==> src/zports_pkg.sv <==
// zports package: port numbers, xt register indices, reset values and bus types
`default_nettype none

package zports_pkg;

  typedef logic [7:0]  byte_t;
  typedef logic [15:0] port_addr_t;
  typedef logic [7:0]  page_t;
  typedef logic [31:0] xt_pages_t;   // page 3 in the top byte

  localparam int KEYS_W      = 5;
  localparam int KJOY_W      = 5;
  localparam int DRIVE_W     = 2;
  localparam int CACHECONF_W = 4;

  // low address byte of the internal ports
  localparam byte_t PORT_FE     = 8'hFE;
  localparam byte_t PORT_FD     = 8'hFD;   // 7FFD paging
  localparam byte_t PORT_XT     = 8'hAF;
  localparam byte_t PORT_VGCOM  = 8'h1F;
  localparam byte_t PORT_VGTRK  = 8'h3F;
  localparam byte_t PORT_VGSEC  = 8'h5F;
  localparam byte_t PORT_VGDAT  = 8'h7F;
  localparam byte_t PORT_VGSYS  = 8'hFF;
  localparam byte_t PORT_KJOY   = 8'h1F;   // shared with VGCOM, vg_open decides
  localparam byte_t PORT_KMOUSE = 8'hDF;
  localparam byte_t PORT_SDCFG  = 8'h77;
  localparam byte_t PORT_SDDAT  = 8'h57;

  // nnAF register index, high address byte
  localparam byte_t XT_VCONF     = 8'h00;
  localparam byte_t XT_VPAGE     = 8'h01;
  localparam byte_t XT_TSCONF    = 8'h06;
  localparam byte_t XT_PALSEL    = 8'h07;
  localparam byte_t XT_BORDER    = 8'h0F;
  localparam byte_t XT_RAMPAGE   = 8'h10;  // 10..13
  localparam byte_t XT_SYSCONF   = 8'h20;
  localparam byte_t XT_MEMCONF   = 8'h21;
  localparam byte_t XT_HSINT     = 8'h22;
  localparam byte_t XT_FDDVIRT   = 8'h29;
  localparam byte_t XT_INTMASK   = 8'h2A;
  localparam byte_t XT_CACHECONF = 8'h2B;
  localparam byte_t XT_XSTAT     = 8'h00;  // read side only

  localparam byte_t     MEMCONF_RST = 8'h04;  // no rom map
  localparam byte_t     INTMASK_RST = 8'h01;  // frame int only
  localparam xt_pages_t RAMPAGE_RST = {8'h00, 8'h02, 8'h05, 8'h00};

  typedef struct packed {
    port_addr_t addr;
    byte_t      din;
    logic       iord;
    logic       iowr;
    logic       iord_s;
    logic       iowr_s;
    logic       opfetch;
    logic       dos;
    logic       vdos;
  } zbus_t;

  typedef struct packed {
    logic fe;
    logic xt;
    logic fd;
    logic vg;
    logic vgsys;
    logic kjoy;
    logic kmouse;
    logic sdcfg;
    logic sddat;
  } port_hit_t;

  typedef struct packed {
    logic vconf;
    logic vpage;
    logic border;
    logic tsconf;
    logic palsel;
    logic hint_beg;
  } video_wr_t;

endpackage

`default_nettype wire

==> src/port_decode.sv <==
// port decoder: hit flags for the internal ports and bus direction control
`timescale 1ns/100ps
`default_nettype none

module port_decode (
  input  var zports_pkg::zbus_t     bus,
  input  var logic                  vg_open,
  output var zports_pkg::port_hit_t hits,
  output var logic                  sd_allow,
  output var logic                  porthit,
  output var logic                  external_port,
  output var logic                  dataout
);

  import zports_pkg::*;

  byte_t loa;
  logic  vg_port;

  assign loa = bus.addr[7:0];

  assign vg_port = (loa == PORT_VGCOM) || (loa == PORT_VGTRK) ||
                   (loa == PORT_VGSEC) || (loa == PORT_VGDAT);

  // z-controller is reachable outside dos or from virtual dos
  assign sd_allow = !bus.dos || bus.vdos;

  always_comb
  begin
    hits        = '0;
    hits.fe     = (loa == PORT_FE);
    hits.xt     = (loa == PORT_XT);
    hits.fd     = (loa == PORT_FD) && !bus.addr[15];  // 7FFD only
    hits.vg     = vg_port && vg_open;
    hits.vgsys  = (loa == PORT_VGSYS) && vg_open;
    hits.kjoy   = (loa == PORT_KJOY) && !bus.dos && !vg_open;
    hits.kmouse = (loa == PORT_KMOUSE);
    hits.sdcfg  = (loa == PORT_SDCFG) && sd_allow;
    hits.sddat  = (loa == PORT_SDDAT) && sd_allow;
  end

  assign porthit = |hits;

  // wd1793 data comes from outside the block
  assign external_port = hits.vg;

  assign dataout = porthit && bus.iord && !external_port;

endmodule

`default_nettype wire

==> src/xt_regs.sv <==
// extended config registers at nnAF, 7FFD paging with locks, video write strobes
`timescale 1ns/100ps
`default_nettype none

module xt_regs (
  input  var logic                                clk,
  input  var logic                                rst,
  input  var zports_pkg::zbus_t                   bus,
  input  var zports_pkg::port_hit_t               hits,
  output var zports_pkg::byte_t                   fddvirt,
  output var zports_pkg::byte_t                   sysconf,
  output var zports_pkg::byte_t                   memconf,
  output var zports_pkg::byte_t                   intmask,
  output var logic [zports_pkg::CACHECONF_W-1:0]  cacheconf,
  output var logic                                pwr_up,
  output var zports_pkg::xt_pages_t               pages,
  output var zports_pkg::xt_pages_t               xt_page,
  output var zports_pkg::video_wr_t               video_wr
);

  import zports_pkg::*;

  byte_t     hoa;
  byte_t     din;
  logic      xt_wr;
  logic      p7ffd_wr;
  logic      lock48;
  logic      m1_lock128;
  logic      lock128;
  logic      lock128_3;
  page_t [3:0] rampage;

  assign hoa = bus.addr[15:8];
  assign din = bus.din;

  assign xt_wr    = hits.xt && bus.iowr_s;
  assign p7ffd_wr = hits.fd && bus.iowr_s && !lock48;

  assign pages   = rampage;
  assign xt_page = rampage;

  // video strobes, same cycle as the write
  always_comb
  begin
    video_wr          = '0;
    video_wr.vconf    = xt_wr && (hoa == XT_VCONF);
    video_wr.vpage    = xt_wr && (hoa == XT_VPAGE);
    video_wr.border   = xt_wr && (hoa == XT_BORDER);
    video_wr.tsconf   = xt_wr && (hoa == XT_TSCONF);
    video_wr.palsel   = xt_wr && (hoa == XT_PALSEL);
    video_wr.hint_beg = xt_wr && (hoa == XT_HSINT);
  end

  // 128k lock mode in memconf[7:6]
  assign lock128_3 = (memconf[7:6] == 2'b11);

  always_comb
  begin
    case (memconf[7:6])
      2'b10:   lock128 = m1_lock128;   // decided by last opcode
      2'b11:   lock128 = 1'b0;
      default: lock128 = memconf[6];
    endcase
  end

  always_ff @(posedge clk)
  begin
    if (rst)
      m1_lock128 <= 1'b0;
    else if (bus.opfetch)
      m1_lock128 <= !(din[7] ^ din[6]);
  end

  always_ff @(posedge clk)
  begin
    if (rst)
    begin
      rampage   <= RAMPAGE_RST;
      memconf   <= MEMCONF_RST;
      intmask   <= INTMASK_RST;
      sysconf   <= '0;   // 3.5 MHz
      cacheconf <= '0;
      fddvirt   <= '0;
    end
    else if (p7ffd_wr)
    begin
      memconf[0] <= din[4];   // rom select
      if (lock128_3)
        rampage[3] <= {2'b00, din[5], din[7:6], din[2:0]};
      else
        rampage[3] <= {3'b000, (lock128 ? 2'b00 : din[7:6]), din[2:0]};
    end
    else if (xt_wr)
    begin
      if (hoa[7:2] == XT_RAMPAGE[7:2])
        rampage[hoa[1:0]] <= din;
      if (hoa == XT_SYSCONF)
      begin
        sysconf   <= din;
        cacheconf <= {CACHECONF_W{din[2]}};   // cache follows turbo bit
      end
      if (hoa == XT_CACHECONF)
        cacheconf <= din[CACHECONF_W-1:0];
      if (hoa == XT_MEMCONF)
        memconf <= din;
      if (hoa == XT_FDDVIRT)
        fddvirt <= din;
      if (hoa == XT_INTMASK)
        intmask <= din;
    end
  end

  // 48k lock, sticks until reset
  always_ff @(posedge clk)
  begin
    if (rst)
      lock48 <= 1'b0;
    else if (p7ffd_wr && !lock128_3)
      lock48 <= din[5];
  end

  // set at reset, cleared once status has been read
  always_ff @(posedge clk)
  begin
    if (rst)
      pwr_up <= 1'b1;
    else if (hits.xt && bus.iord_s && (hoa == XT_XSTAT))
      pwr_up <= 1'b0;
  end

endmodule

`default_nettype wire

==> src/fdd_ctrl.sv <==
// floppy control: drive select with swap, wd1793 chip select, virtual dos strobes
`timescale 1ns/100ps
`default_nettype none

module fdd_ctrl (
  input  var logic                              clk,
  input  var logic                              rst,
  input  var zports_pkg::zbus_t                 bus,
  input  var zports_pkg::port_hit_t             hits,
  input  var zports_pkg::byte_t                 fddvirt,
  input  var logic                              cfg_floppy_swap,
  output var logic                              vg_open,
  output var logic                              vg_cs_n,
  output var logic                              vdos_on,
  output var logic                              vdos_off,
  output var logic [zports_pkg::DRIVE_W-1:0]    drive_sel
);

  import zports_pkg::*;

  logic [DRIVE_W-1:0] drive_raw;
  logic               virt_vg;
  logic               any_strobe;

  // vg ports open in dos or when forced by fddvirt[7]
  assign vg_open = bus.dos || fddvirt[7];

  assign any_strobe = bus.iord_s || bus.iowr_s;

  always_ff @(posedge clk)
  begin
    if (rst)
      drive_raw <= '0;
    else if (hits.vgsys && bus.iowr_s)
      drive_raw <= bus.din[DRIVE_W-1:0];
  end

  // swap swaps A and B, C and D
  assign drive_sel = {drive_raw[1], drive_raw[0] ^ cfg_floppy_swap};

  assign virt_vg = fddvirt[drive_raw];   // raw number, before swap

  // real chip only for real drives outside virtual dos
  assign vg_cs_n = !((bus.iord || bus.iowr) && hits.vg && !bus.vdos && !virt_vg);

  assign vdos_on  = any_strobe && (hits.vg || hits.vgsys) && bus.dos &&
                    !bus.vdos && virt_vg;
  assign vdos_off = any_strobe && hits.vg && bus.vdos;

endmodule

`default_nettype wire

==> src/sd_ctrl.sv <==
// z-controller sd card ports: chip select register and spi start
`timescale 1ns/100ps
`default_nettype none

module sd_ctrl (
  input  var logic                  clk,
  input  var logic                  rst,
  input  var zports_pkg::zbus_t     bus,
  input  var zports_pkg::port_hit_t hits,
  output var logic                  sdcs_n,
  output var logic                  sd_start,
  output var zports_pkg::byte_t     sd_datain
);

  import zports_pkg::*;

  always_ff @(posedge clk)
  begin
    if (rst)
      sdcs_n <= 1'b1;   // card deselected
    else if (hits.sdcfg && bus.iowr_s)
      sdcs_n <= bus.din[1];
  end

  // each data port access starts one spi byte
  assign sd_start = hits.sddat && (bus.iowr_s || bus.iord_s);

  // reads clock out all ones
  assign sd_datain = bus.iowr ? bus.din : byte_t'(8'hFF);

endmodule

`default_nettype wire

==> src/port_rdmux.sv <==
// read multiplexer for the internal ports
`timescale 1ns/100ps
`default_nettype none

module port_rdmux (
  input  var zports_pkg::zbus_t                bus,
  input  var zports_pkg::port_hit_t            hits,
  input  var logic                             pwr_up,
  input  var zports_pkg::xt_pages_t            pages,
  input  var logic [zports_pkg::KEYS_W-1:0]    keys_in,
  input  var logic                             tape_read,
  input  var logic [zports_pkg::KJOY_W-1:0]    kj_in,
  input  var zports_pkg::byte_t                mus_in,
  input  var zports_pkg::byte_t                sd_dataout,
  input  var logic                             vg_intrq,
  input  var logic                             vg_drq,
  output var zports_pkg::byte_t                dout
);

  import zports_pkg::*;

  byte_t hoa;

  assign hoa = bus.addr[15:8];

  always_comb
  begin
    dout = 8'hFF;   // open bus
    if (hits.fe)
      dout = {1'b1, tape_read, 1'b0, keys_in};
    else if (hits.xt)
    begin
      if (hoa == XT_XSTAT)
        dout = {1'b0, pwr_up, 6'b000000};
      else if ((hoa == XT_RAMPAGE + 8'd2) || (hoa == XT_RAMPAGE + 8'd3))
        dout = pages[8*hoa[1:0] +: 8];
    end
    else if (hits.vgsys)
      dout = {vg_intrq, vg_drq, 6'b111111};
    else if (hits.kjoy)
      dout = {{(8-KJOY_W){1'b0}}, kj_in};
    else if (hits.kmouse)
      dout = mus_in;
    else if (hits.sdcfg)
      dout = 8'h00;   // card present, not write protected
    else if (hits.sddat)
      dout = sd_dataout;
  end

endmodule

`default_nettype wire

==> src/zports_top.sv <==
// z80 i/o port block top that wires the decoder, register blocks and read mux together
`timescale 1ns/100ps
`default_nettype none

module zports_top (
  input  var logic                                clk,
  input  var logic                                rst,
  input  var zports_pkg::zbus_t                   bus,
  input  var logic [zports_pkg::KEYS_W-1:0]       keys_in,
  input  var logic                                tape_read,
  input  var logic [zports_pkg::KJOY_W-1:0]       kj_in,
  input  var zports_pkg::byte_t                   mus_in,
  input  var zports_pkg::byte_t                   sd_dataout,
  input  var logic                                vg_intrq,
  input  var logic                                vg_drq,
  input  var logic                                cfg_floppy_swap,
  output var zports_pkg::byte_t                   dout,
  output var logic                                porthit,
  output var logic                                external_port,
  output var logic                                dataout,
  output var zports_pkg::xt_pages_t               xt_page,
  output var zports_pkg::byte_t                   sysconf,
  output var zports_pkg::byte_t                   memconf,
  output var logic [zports_pkg::CACHECONF_W-1:0]  cacheconf,
  output var zports_pkg::byte_t                   intmask,
  output var zports_pkg::video_wr_t               video_wr,
  output var logic [zports_pkg::DRIVE_W-1:0]      drive_sel,
  output var logic                                vg_cs_n,
  output var logic                                vdos_on,
  output var logic                                vdos_off,
  output var logic                                sdcs_n,
  output var logic                                sd_start,
  output var zports_pkg::byte_t                   sd_datain
);

  import zports_pkg::*;

  port_hit_t hits;
  logic      vg_open;
  logic      pwr_up;
  byte_t     fddvirt;
  xt_pages_t pages;

  port_decode u_decode (
    .bus(bus), .vg_open(vg_open), .hits(hits),
    .sd_allow(),   // already folded into the sd hit flags
    .porthit(porthit), .external_port(external_port), .dataout(dataout)
  );

  xt_regs u_xt (
    .clk(clk), .rst(rst), .bus(bus), .hits(hits),
    .fddvirt(fddvirt), .sysconf(sysconf), .memconf(memconf), .intmask(intmask),
    .cacheconf(cacheconf), .pwr_up(pwr_up), .pages(pages), .xt_page(xt_page),
    .video_wr(video_wr)
  );

  fdd_ctrl u_fdd (
    .clk(clk), .rst(rst), .bus(bus), .hits(hits), .fddvirt(fddvirt),
    .cfg_floppy_swap(cfg_floppy_swap), .vg_open(vg_open), .vg_cs_n(vg_cs_n),
    .vdos_on(vdos_on), .vdos_off(vdos_off), .drive_sel(drive_sel)
  );

  sd_ctrl u_sd (
    .clk(clk), .rst(rst), .bus(bus), .hits(hits),
    .sdcs_n(sdcs_n), .sd_start(sd_start), .sd_datain(sd_datain)
  );

  port_rdmux u_rdmux (
    .bus(bus), .hits(hits), .pwr_up(pwr_up), .pages(pages),
    .keys_in(keys_in), .tape_read(tape_read), .kj_in(kj_in), .mus_in(mus_in),
    .sd_dataout(sd_dataout), .vg_intrq(vg_intrq), .vg_drq(vg_drq), .dout(dout)
  );

endmodule

`default_nettype wire

==> config.mk <==
export PLATFORM = sky130hd
export DESIGN_NAME = zports_top
export DESIGN_NICKNAME = d
export VERILOG_FILES = /design/src/zports_pkg.sv /design/src/port_decode.sv /design/src/xt_regs.sv /design/src/fdd_ctrl.sv /design/src/sd_ctrl.sv /design/src/port_rdmux.sv /design/src/zports_top.sv
export SDC_FILE = /design/constraint.sdc
export NUM_CORES = 1
export LEC_CHECK = 0
export BUFFER_PORTS_ARGS = -buffer_cell sky130_fd_sc_hd__buf_2
export CAP_MARGIN = 20
export CORE_ASPECT_RATIO = 1.75
export CORE_MARGIN = 4
export CORE_UTILIZATION = 36
export DETAILED_ROUTE_END_ITERATION = 7
export PLACE_DENSITY = 0.72
export SYNTH_ARGS = -nofsm -noshare
export SYNTH_HDL_FRONTEND = slang
export SYNTH_SLANG_ARGS = --single-unit
==> constraint.sdc <==
create_clock -name clk -period 2.6 [get_ports clk]
set_clock_uncertainty 0.2 [all_clocks]
set_input_delay 0.52 -clock clk [delete_from_list [all_inputs] [get_ports clk]]
set_output_delay 0.52 -clock clk [all_outputs]
set_load 0.01 [all_outputs]
# == Word level (Yosys, flattened, before mapping) ==
# Index checks and enable logic that the tools add are counted.
# totals
out_inout_bits,92
regBits,74
elab_cells,141
# op_classes
n_reduce_logical,67
n_shift,1
n_mux,26
eq_ne,26
bitwise,3
order_cmp,3
# op_table
operator,count
two-way mux 8 bit,12
two-way mux 32 bit,2
"equality test 8 x 6 -> 1 bit, second input constant",7
"equality test 8 bit, second input constant",5
logical AND 1 bit,34
bitwise mux 32 bit,1
"equality test 8 x 7 -> 1 bit, second input constant",4
indexed part select 32 x 6 -> 8 bit,1
"equality test 8 x 5 -> 1 bit, second input constant",3
AND reduction 3 bit,6
demux 8 bit (select 2 bit),1
"equality test 8 x 3 -> 1 bit, second input constant",2
logical NOT 1 bit,10
logical OR 1 bit,9
OR reduction 9 bit,1
"equality test 8 x 1 -> 1 bit, second input constant",1
"equality test 8 x 4 -> 1 bit, second input constant",1
logical NOT 8 bit,1
two-way mux 4 bit,2
nonzero test 2 bit,4
"equality test 6 x 3 -> 1 bit, second input constant",1
two-way mux 6 bit,1
"equality test 2 bit, second input constant",2
"< comparator 2 x 4 -> 1 bit, second input constant",1
9 further kinds,14

# == Logic depth before layout (Yosys ltp) ==
# Gate-level depths: netlist of the first run.
# depth
ltp_word,10
ltp_mapped,7
ltp_nobuf,5

# == Hierarchy ==
# Synthesis of the first run repeated with hierarchy kept, for this count alone.
# unflattened
cells_unflattened,474
area_unflattened_um2,4310.4
# modules_own_cells
mod,area_each_um2,instances,cells_each
xt_regs,3200.6,1,329
port_rdmux,555.5,1,75
port_decode,290.3,1,38
fdd_ctrl,168.9,1,20
sd_ctrl,95.1,1,12

# == Worst setup path before layout of the first run ==
# Ideal clock, no wire load.
# synth_path
path_type,in2out
from,input port bus[18] (netlist bit)
to,output port dataout
path_buffers,1
required_time_ns,1.880
arrival_ns,1.859
slack_ns,0.021
stages,6
path_cell_list,and4b_1 nor2b_1 clkbuf_1 a21o_1 or3_1 and3_1
# synth_between
elab_chain_cells,8
word_cells_on_any_way,25
classes_between,eq/ne: 11; reduce/logical: 14
# synth_lines
element,line,rtl
"start, declared",zports_top.sv:8,"input var zports_pkg::zbus_t bus,"
equality test 8 x 5 -> 1 bit / equality test 8 x 6 -> 1 bit (equally long branches),"port_decode.sv:22, port_decode.sv:36",
logical OR 1 bit (2 in a row),port_decode.sv:22,assign vg_port = (loa == PORT_VGCOM) || (loa == PORT_VGTRK) ||
logical OR 1 bit,port_decode.sv:23,(loa == PORT_VGSEC) || (loa == PORT_VGDAT);
logical AND 1 bit,port_decode.sv:34,hits.vg = vg_port && vg_open;
OR reduction 9 bit (*),port_decode.sv:42,assign porthit = |hits;
via porthit,zports_top.sv:18,"output var logic porthit,"
logical AND 1 bit (*) (2 in a row),port_decode.sv:47,assign dataout = porthit && bus.iord && !external_port;
"end, declared",zports_top.sv:20,"output var logic dataout,"
# The timed path passes the listed nets; every way through them passes the cells marked *.

# == Worst setup path in the final report of the first run ==
# layout_path
from,input port bus[20] (netlist bit)
to,output port dout[2]
# layout_between
elab_chain_cells,9
word_cells_on_any_way,19
classes_between,eq/ne: 7; mux: 7; reduce/logical: 5
# layout_lines
element,line,rtl
equality test 8 x 7 -> 1 bit,port_decode.sv:39,hits.sddat = (loa == PORT_SDDAT) && sd_allow;
logical AND 1 bit,port_decode.sv:39,
two-way mux 8 bit,port_rdmux.sv:46,else if (hits.sddat)
two-way mux 8 bit,port_rdmux.sv:44,else if (hits.sdcfg)
two-way mux 8 bit,port_rdmux.sv:42,else if (hits.kmouse)
two-way mux 8 bit,port_rdmux.sv:40,else if (hits.kjoy)
two-way mux 8 bit,port_rdmux.sv:38,else if (hits.vgsys)
two-way mux 8 bit,port_rdmux.sv:31,else if (hits.xt)
two-way mux 8 bit (*),port_rdmux.sv:29,if (hits.fe)
"end, declared",zports_top.sv:17,"output var zports_pkg::byte_t dout,"
# Mark *: on every way between the ends. The rest lies on a longest branch, timed or not.

==> results.json, run 1 <==
{
  "gp_congestion": 0.939,
  "grt_pass1_vias": 4294,
  "clock_latency_ns": 0.33,
  "cts_sinks": 71,
  "antenna_found_initial": 0,
  "rsz0062_at_grt": "true",
  "worstSetupPathType": "input port to primary output",
  "routedWlPerCell_um": 18.0,
  "cts_buffers": 9,
  "synth.distinct_cells": 59,
  "die_h_um": 141,
  "firstDrtPassIters": 5,
  "cts_root_buffer": "clkbuf_16",
  "powerDensity_nw_per_um2": 455,
  "antennaDiodeCount": 0,
  "clk_pin_slew_ns": 0.05,
  "finalSetupViolCount": 7,
  "ys_top_cells_by_area": "dfxtp_1 (39%), mux2i_1 (9.6%), nor2_1 (5.6%)",
  "drtAntennaViolNets": 0,
  "grt_max_degree": 74,
  "die_x_um": 84.1,
  "holdPathEnd": "u_xt.pages[3]",
  "whs_ns": 0.248,
  "syn-cell-area_um2": 3650,
  "initial_utilization_pct": 36.8,
  "max_cap_viol_count": 0,
  "htreeDepth": 3,
  "setup_tns_ns": -0.781,
  "setup.worst_path.end_class": "primary output",
  "seq_area_frac_synth_pct": 38.9,
  "clockBufferDepth": 2,
  "r2r_end": "u_fdd.drive_raw[1]",
  "gr-total-overflow": 0,
  "synth_edf_count": 0,
  "dr.first_iter.drc_count": 198,
  "fmax_ghz": 0.362,
  "irDropWorstVdd_mv": 0.420,
  "syn2layout_area_growth_pct": 53.6,
  "min_path_cells": 2,
  "min_from": "u_xt.pages[3]",
  "startpoint_type": "input port",
  "core_area_um2": 9910,
  "final_max_slew_viol_count": 0,
  "design_area_um2": 5610,
  "relSlewSlack_pct": 74.7,
  "drive_gt1_share_pct": 43.9,
  "cp_max_fo": 3,
  "ys_ff_latch": 71,
  "violations": "negative setup slack",
  "p_leak_nw": 2.49,
  "cp-startpoint": "bus[20]",
  "synth_ff_type": "dfxtp_1",
  "hold_buffers": 0,
  "num_vias": 4147,
  "final.period_utilization_pct": 106,
  "status": "finished with violations",
  "rows": 48,
  "r2r-start": "u_xt.fddvirt[7]",
  "p_total_mw": 2.55,
  "numPortBuffers": 154,
  "syn-mean-instance-area_um2": 8.24,
  "final_nets": 721,
  "r2r_slack_ns": 0.97,
  "nFillCells": 958,
  "setup_slack_ns": -0.160,
  "r2r_cells": 8,
  "post-synth-top-area-fraction_pct": 38.9,
  "grt_pass1_wl_um": 22000,
  "remaining_drc_errors": 0,
  "tightest_slew_ns": 0.380,
  "place_area_um2": 5060,
  "worstPathRequired_ns": 1.88,
  "hp-class": "flip-flop to flip-flop",
  "hpwl_um": 11300,
  "synthesis.instances": 443,
  "die-area_um2": 11900,
  "ys_warn_count": 0,
  "num_io_pins": 155,
  "cts_tree": "yes",
  "viasPerCell": 5.26,
  "crit_arrival_ns": 2.04,
  "grt_use_total_pct": 23.5,
  "wl_um": 14200,
  "finalCriticalPeriod_ns": 2.76,
  "synth_nets": 506,
  "hold_viol_final": 0,
  "async_flop_share_pct": 0,
  "synth_top_area_cell": "dfxtp_1"
}
-- area by class of cell --
| class | instances | area (um2) | area share (%) |
|---|---|---|---|
| Clock inverter | 6 | 60.1 | 1.07 |
| Tap cell | 125 | 156 | 2.79 |
| Timing Repair Buffer | 233 | 1480 | 26.4 |
| Inverter | 3 | 11.3 | 0.201 |
| Multi-Input combinational cell | 340 | 2240 | 39.9 |
| Sequential cell | 71 | 1420 | 25.4 |
| Clock buffer | 10 | 239 | 4.26 |
-- metrics by stage --
stage,setup WS (ns),instances,utilization (%)
floorplan,0.0206,443,-
global placement,-0.201,765,51.1
detailed placement,-0.254,765,51.1
CTS,-0.190,787,55.3
global route,-0.201,788,56.6
finish,-0.160,788,56.6
-- layout by cell type, fill, tap and decap left out, types with 3 or more instances in the layout --
cell	n
o21ai_1	6
nor2b_1	5
nand3_1	13
nor3_1	10
buf_4	73
clkbuf_16	9
and4_1	4
buf_12	5
buf_2	146
nand2_1	47
o21ai_2	3
mux2_2	8
nand2b_1	13
or3_1	4
a21o_1	6
o21ai_0	15
o211ai_1	4
dfxtp_1	70
or4_1	3
nor4_1	3
a211oi_1	5
nand4_1	6
a22oi_1	3
clkinv_2	3
a31oi_1	4
nor2_1	52
mux2i_1	35
a21oi_1	38
nor3_2	4
buf_6	9
-- cell usage after synthesis (all sizes together) (3+ instances only) --
cell type / number
a31oi: 4
nand2b: 13
nand2: 50
mux2: 8
a21o: 6
a21oi: 39
o211ai: 4
nor3: 15
a211oi: 6
mux2i: 35
nor2b: 6
buf: 3
nor4: 7
clkbuf: 26
nor2: 55
and4: 4
a22oi: 3
o21ai: 24
or3: 4
nand4: 6
dfxtp: 71
nand3: 15
or4: 5
-- sequential cells by signal, indices dropped and copies added (netlist names), 2 cells and up --
name	cells
u_fdd.drive_raw	2
u_xt.cacheconf	4
u_xt.fddvirt	5
u_xt.intmask	8
u_xt.memconf	8
u_xt.pages	32
u_xt.sysconf	8
-- logic make-up (layout without fill, tap and decap cells) --
family	after synthesis	count (layout)	synth area share [%]
flip-flops	71	71	38.9
multiplexers	44	44	12.7
XOR/XNOR	2	2	0.480
AND/OR/NAND/NOR	196	196	28.1
buffers and inverters	32	252	3.46
AO/OA/AOI/OAI	98	98	16.3
-- report_power, final --
group / internal, mW / leakage, nW / switching (mW)
Sequential: 1.09 / 0.573 / 0.000725
Clock: 0.762 / 0.144 / 0.438
Combinational: 0.115 / 1.77 / 0.144
Total: 1.97 / 2.49 / 0.583
-- metal layers --
metal | track usage [%] | vias up | share of wire, %
met2 | 43.6 | 157 | 55
met1 | 23.7 | 1933 | 35
met4 | 14.7 | 0 | 4.4
met3 | 4.27 | 31 | 5.7
li1 | - | 2026 | -
met5 | 0 | - | 0
-- repair_timing --
| item | 4_1_cts | 5_1_grt |
|---|---|---|
| pin swaps | 14 | 15 |
| gates resized for setup | 20 | 33 |
| setup buffers | 6 | 2 |
| setup endpoints to repair | 14 | 20 |
-- worst max-delay path: stages --
cell      delay [ns]
buf_6           0.10
or4_4           0.53
o211ai_1        0.18
a21o_1          0.20
o32ai_2         0.10
a221o_1         0.27
buf_2           0.14
-- how the worst max path moves through the flow --
stage | endpoint | depth (start not counted)
2_1_floorplan | dataout | 6
3_3_place_gp | dout[6] | 7
3_5_place_dp | dout[6] | 7
4_1_cts | dout[2] | 7
5_1_grt | dout[4] | 8
6_report | dout[2] | 7
No activity file was read; power rests on OpenSTA's default activity.
==> inputs of run 2 (changes only) <==
- CELL_PAD_IN_SITES_DETAIL_PLACEMENT: unset -> 0
- CELL_PAD_IN_SITES_GLOBAL_PLACEMENT: unset -> 1
- CORE_UTILIZATION: 36 -> 34
- PLACE_DENSITY: 0.72 -> 0.89
==> results.json, run 2 (synthesis gave the netlist of run 1 again) <==
{
  "crit_cells": 7,
  "final.period_utilization_pct": 106,
  "antenna_found_initial": 0,
  "min_from": "u_xt.pages[3]",
  "clk_pin_slew_ns": 0.05,
  "finalSetupViolCount": 11,
  "critPathTopFamily": "compound AO/OA/AOI/OAI gates",
  "layout.cells.non_filler": 781,
  "p_total_mw": 2.57,
  "numPortBuffers": 154,
  "grt_pass1_vias": 4133,
  "p_sw_share_pct": 22.9,
  "sequentialPowerShare_pct": 42.4,
  "startpoint_type": "input port",
  "initial_utilization_pct": 35.2,
  "r2r-start": "u_xt.fddvirt[7]",
  "p_clk_share_pct": 47.6,
  "htreeDepth": 3,
  "slowest_delay_ns": 0.54,
  "hp-class": "flip-flop to flip-flop",
  "relSlewSlack_pct": 69.6,
  "max_cap_viol_count": 0,
  "finalCriticalPeriod_ns": 2.76,
  "critical_path_buf_inv_count": 2,
  "final_max_slew_viol_count": 0,
  "setup_slack_ns": -0.156,
  "wl_um": 14200,
  "rsz0062_at_grt": "true",
  "routedWlPerCell_um": 18.2,
  "rows": 49,
  "cts_buffers": 9,
  "final_nets": 713,
  "cp_max_fo": 3,
  "p_sw_mw": 0.587,
  "cts_tree": "yes",
  "violations": "negative setup slack",
  "nFillCells": 1025,
  "tightest_slew_ns": 0.456,
  "internal_power_mw": 1.98,
  "setup.worst_path.end_class": "primary output",
  "antennaDiodeCount": 0,
  "hpwl_um": 11000,
  "num_io_pins": 155,
  "die-area_um2": 12500,
  "p_leak_nw": 2.45,
  "numPlacedInstances": 755,
  "power_frac_comb_pct": 10.0,
  "layout_common_cells": "buf_2 (148), dfxtp_1 (69), buf_4 (62)",
  "clockBufferDepth": 2,
  "status": "finished with violations",
  "viasPerCell": 5.24,
  "r2r_cells": 8,
  "powerDensity_nw_per_um2": 463,
  "dr.first_iter.drc_count": 223,
  "setup_tns_ns": -0.601,
  "fmax_ghz": 0.363,
  "min_path_cells": 2,
  "drive_gt1_share_pct": 43.0,
  "hold_buffers": 0,
  "cts_root_buffer": "clkbuf_16",
  "irDropWorstVdd_mv": 0.329,
  "grt_pass1_wl_um": 21900,
  "crit_chain": "buf_6 > or4_4 > o211ai_1 > a21o_1 > o32ai_2 > a221o_1 > buf_2",
  "grt_use_total_pct": 22.3,
  "grt_max_degree": 50,
  "cp-startpoint": "bus[1]",
  "gr-total-overflow": 0,
  "syn2layout_area_growth_pct": 52.0,
  "worstSetupPathType": "input port to primary output",
  "final_common_cell": "buf_2",
  "gp_congestion": 0.959,
  "die_x_um": 86.3,
  "crit_arrival_ns": 2.04,
  "cts_sinks": 71,
  "pre_cts_slack_ns": -0.247,
  "core_area_um2": 10400,
  "register_area_um2": 1420,
  "worstPathRequired_ns": 1.88,
  "clock_latency_ns": 0.33,
  "num_vias": 4091,
  "drtAntennaViolNets": 0,
  "largest_reg_flops": 32,
  "postLayoutCoreUtil_pct": 53.5,
  "remaining_drc_errors": 0,
  "multiInputGateArea_um2": 2240,
  "slowest_stage": "or4_4",
  "hold_viol_final": 0,
  "firstDrtPassIters": 4,
  "die_h_um": 145
}
run 2: changes by cell type in the layout (fill, tap and decap cells not counted), sizes merged:
cell      before  now
buf          233  225
clkinvlp       2    0
clkbuf        10   11
run 2: area by class of cell:
type / instances / share of cell area [%]
Timing Repair Buffer: 225 / 25.4
Inverter: 3 / 0.203
Sequential cell: 71 / 25.7
Clock inverter: 4 / 0.812
Tap cell: 127 / 2.86
Multi-Input combinational cell: 340 / 40.5
Clock buffer: 11 / 4.56
run 2: final timing paths:
check	endpoint	slack [ns]
min reg2reg	u_xt.pages[3]	0.25
min	u_xt.pages[3]	0.25
max	dout[2]	-0.16
max reg2reg	u_fdd.drive_raw[0]	0.98
run 2: tightest hold or removal path, cell delays in order (launching register included):
cell and delay (ns):
dfxtp_1 0.30, nand2_1 0.05, a21oi_1 0.05
run 2: power groups by stage:
| stage | Clock (mW) | Sequential, mW | Combinational (mW) |
|---|---|---|---|
| 6_report | 1.22 | 1.09 | 0.256 |
| 3_3_place_gp | 0 | 1.11 | 0.228 |
| 3_5_place_dp | 0 | 1.11 | 0.229 |
| 2_1_floorplan | 0 | 1.11 | 0.0930 |
| 4_1_cts | 1.24 | 1.09 | 0.239 |
| 5_1_grt | 1.30 | 1.09 | 0.275 |
run 2: metal layers:
layer	vias to the layer above	track usage, %	routed length [um]
li1	2007	-	-
met2	137	40.8	7770
met1	1930	23.6	5210
met3	17	4.14	912
met5	-	0	0
met4	0	10.8	347
run 2: through the flow:
step           hold WS (ns)  area (um2)
6_report              0.251        5550
3_5_place_dp          0.240        4960
3_3_place_gp          0.241        4960
2_1_floorplan         0.227        3650
5_1_grt               0.268        5550
4_1_cts               0.250        5340
run 2: timing repair:
item                       CTS  global route
resized for setup           20            33
pin swaps                   16             8
setup endpoints to repair   11            16
setup buffers                2             9
==> inputs of run 3 (changes only) <==
- PLACE_DENSITY: 0.89 -> 0.76
==> results.json, run 3 (synthesis gave the netlist of run 1 again) <==
{
  "critPathTopFamily": "compound AO/OA/AOI/OAI gates",
  "crit_chain": "buf_6 > or4_4 > o211ai_1 > a21o_1 > o32ai_2 > a221o_1 > buf_2",
  "r2r_slack_ns": 0.85,
  "rsz0062_at_grt": "true",
  "final_max_slew_viol_count": 0,
  "final.period_utilization_pct": 106,
  "crit_arrival_ns": 2.03,
  "antenna_found_initial": 0,
  "cts_buffers": 9,
  "grt_max_degree": 43,
  "relSlewSlack_pct": 47.3,
  "slowest_stage": "or4_4",
  "final_nets": 722,
  "layout.cells.non_filler": 791,
  "startpoint_type": "input port",
  "wl_um": 14600,
  "clk_pin_slew_ns": 0.05,
  "holdPathEnd": "u_xt.m1_lock128",
  "r2r_cells": 7,
  "layout_common_cells": "buf_2 (145), buf_4 (70), dfxtp_1 (70)",
  "numPortBuffers": 154,
  "cts_sinks": 71,
  "drive_gt1_share_pct": 45.3,
  "r2r-start": "u_xt.fddvirt[7]",
  "status": "finished with violations",
  "min_from": "bus[2]",
  "syn2layout_area_growth_pct": 57.7,
  "hp-class": "input port to flip-flop",
  "min_path_cells": 3,
  "remaining_drc_errors": 0,
  "worstPathRequired_ns": 1.88,
  "grt_pass1_wl_um": 22500,
  "die_x_um": 86.3,
  "viasPerCell": 5.18,
  "slowest_delay_ns": 0.54,
  "gr-total-overflow": 0,
  "setup.worst_path.end_class": "primary output",
  "num_vias": 4094,
  "p_total_mw": 2.87,
  "whs_ns": 0.248,
  "r2r_end": "u_fdd.drive_raw[1]",
  "clockBufferDepth": 2,
  "grt_pass1_vias": 4102,
  "largest_reg_flops": 32,
  "irDropWorstVdd_mv": 0.563,
  "cp_max_fo": 3,
  "firstDrtPassIters": 4,
  "finalSetupViolCount": 10,
  "grt_use_total_pct": 23.1,
  "setup_slack_ns": -0.146,
  "core_area_um2": 10400,
  "initial_utilization_pct": 35.2,
  "hold_viol_final": 0,
  "dr.first_iter.drc_count": 253,
  "worstSetupPathType": "input port to primary output",
  "hold_buffers": 0,
  "antennaDiodeCount": 0,
  "p_leak_nw": 2.54,
  "tightest_slew_ns": 0.791,
  "powerDensity_nw_per_um2": 499,
  "drtAntennaViolNets": 0,
  "rows": 49,
  "htreeDepth": 3,
  "final_common_cell": "buf_2",
  "cts_tree": "yes",
  "critical_path_buf_inv_count": 2,
  "fmax_ghz": 0.364,
  "hpwl_um": 11400,
  "clock_latency_ns": 0.33,
  "max_cap_viol_count": 0,
  "num_io_pins": 155,
  "violations": "negative setup slack",
  "die-area_um2": 12500,
  "cts_root_buffer": "clkbuf_16",
  "die_h_um": 145,
  "routedWlPerCell_um": 18.5,
  "finalCriticalPeriod_ns": 2.75,
  "gp_congestion": 0.914,
  "numPlacedInstances": 759
}
==> run 3: changes by cell type in the layout (fill, tap and decap cells not counted), sizes merged <==
| cell | delta |
|---|---|
| buf | +9 |
| bufinv | +3 |
| clkinv | -2 |
==> run 3: repair_timing <==
action	in CTS	in global routing
endpoints found under the setup margin	16	26
buffers inserted	9	6
pin swaps	10	23
resized for setup	28	46
endpoints found under the hold margin	0	0
gates cloned	0	1
==> run 3: area by class of cell <==
type	instances	area (um2)
inverters	3	11.3
well taps	127	159
repair buffers	234	1510
clock buffers	11	243
fillers	1039	4610
multi-input cells	340	2280
flip-flops and latches	71	1420
clock inverters	5	129
==> run 3: per-stage QoR <==
| stage | worst slack [ns] | area (um2) | util [%] | setup TNS, ns |
|---|---|---|---|---|
| 2_1_floorplan | 0.0206 | 3650 | - | 0 |
| 3_5_place_dp | -0.326 | 5010 | 48.3 | -4.88 |
| 4_1_cts | -0.181 | 5550 | 53.5 | -1.26 |
| 3_3_place_gp | -0.379 | 5010 | 48.3 | -7.46 |
| 6_report | -0.146 | 5750 | 55.5 | -0.738 |
| 5_1_grt | -0.214 | 5750 | 55.5 | -1.69 |
==> run 3: worst register-to-register path: stages (launching register included) <==
cell and delay [ns]:
dfxtp_1 0.31, buf_4 0.14, nor2_2 0.30, nor3_2 0.09, buf_4 0.16, nand2_1 0.15, mux2i_1 0.22, nor2_1 0.05
==> run 3: worst max-delay path by stage <==
stage / cells past startpoint / endpoint / slack, ns / from
after floorplan: 6 / dataout / 0.02 / bus[18]
after global placement: 10 / dout[5] / -0.38 / bus[20]
after detailed placement: 7 / dout[4] / -0.33 / bus[30]
after CTS: 7 / dout[2] / -0.18 / bus[1]
after global routing: 7 / dout[2] / -0.21 / bus[20]
final: 7 / dout[2] / -0.15 / bus[20]
==> run 3: power breakdown <==
group | switching (mW) | internal (mW) | total [mW]
clock network | 0.452 | 1.06 | 1.51
logic | 0.150 | 0.116 | 0.266
registers | 0.000817 | 1.09 | 1.09
total | 0.603 | 2.27 | 2.87
==> run 3: layer usage <==
layer	wire, um	global-route usage, %	part of all wire [%]
met1	5400	24.4	37
met2	7790	42.1	53
met3	844	5.16	5.8
met4	578	10.5	4.0
met5	0	0	0
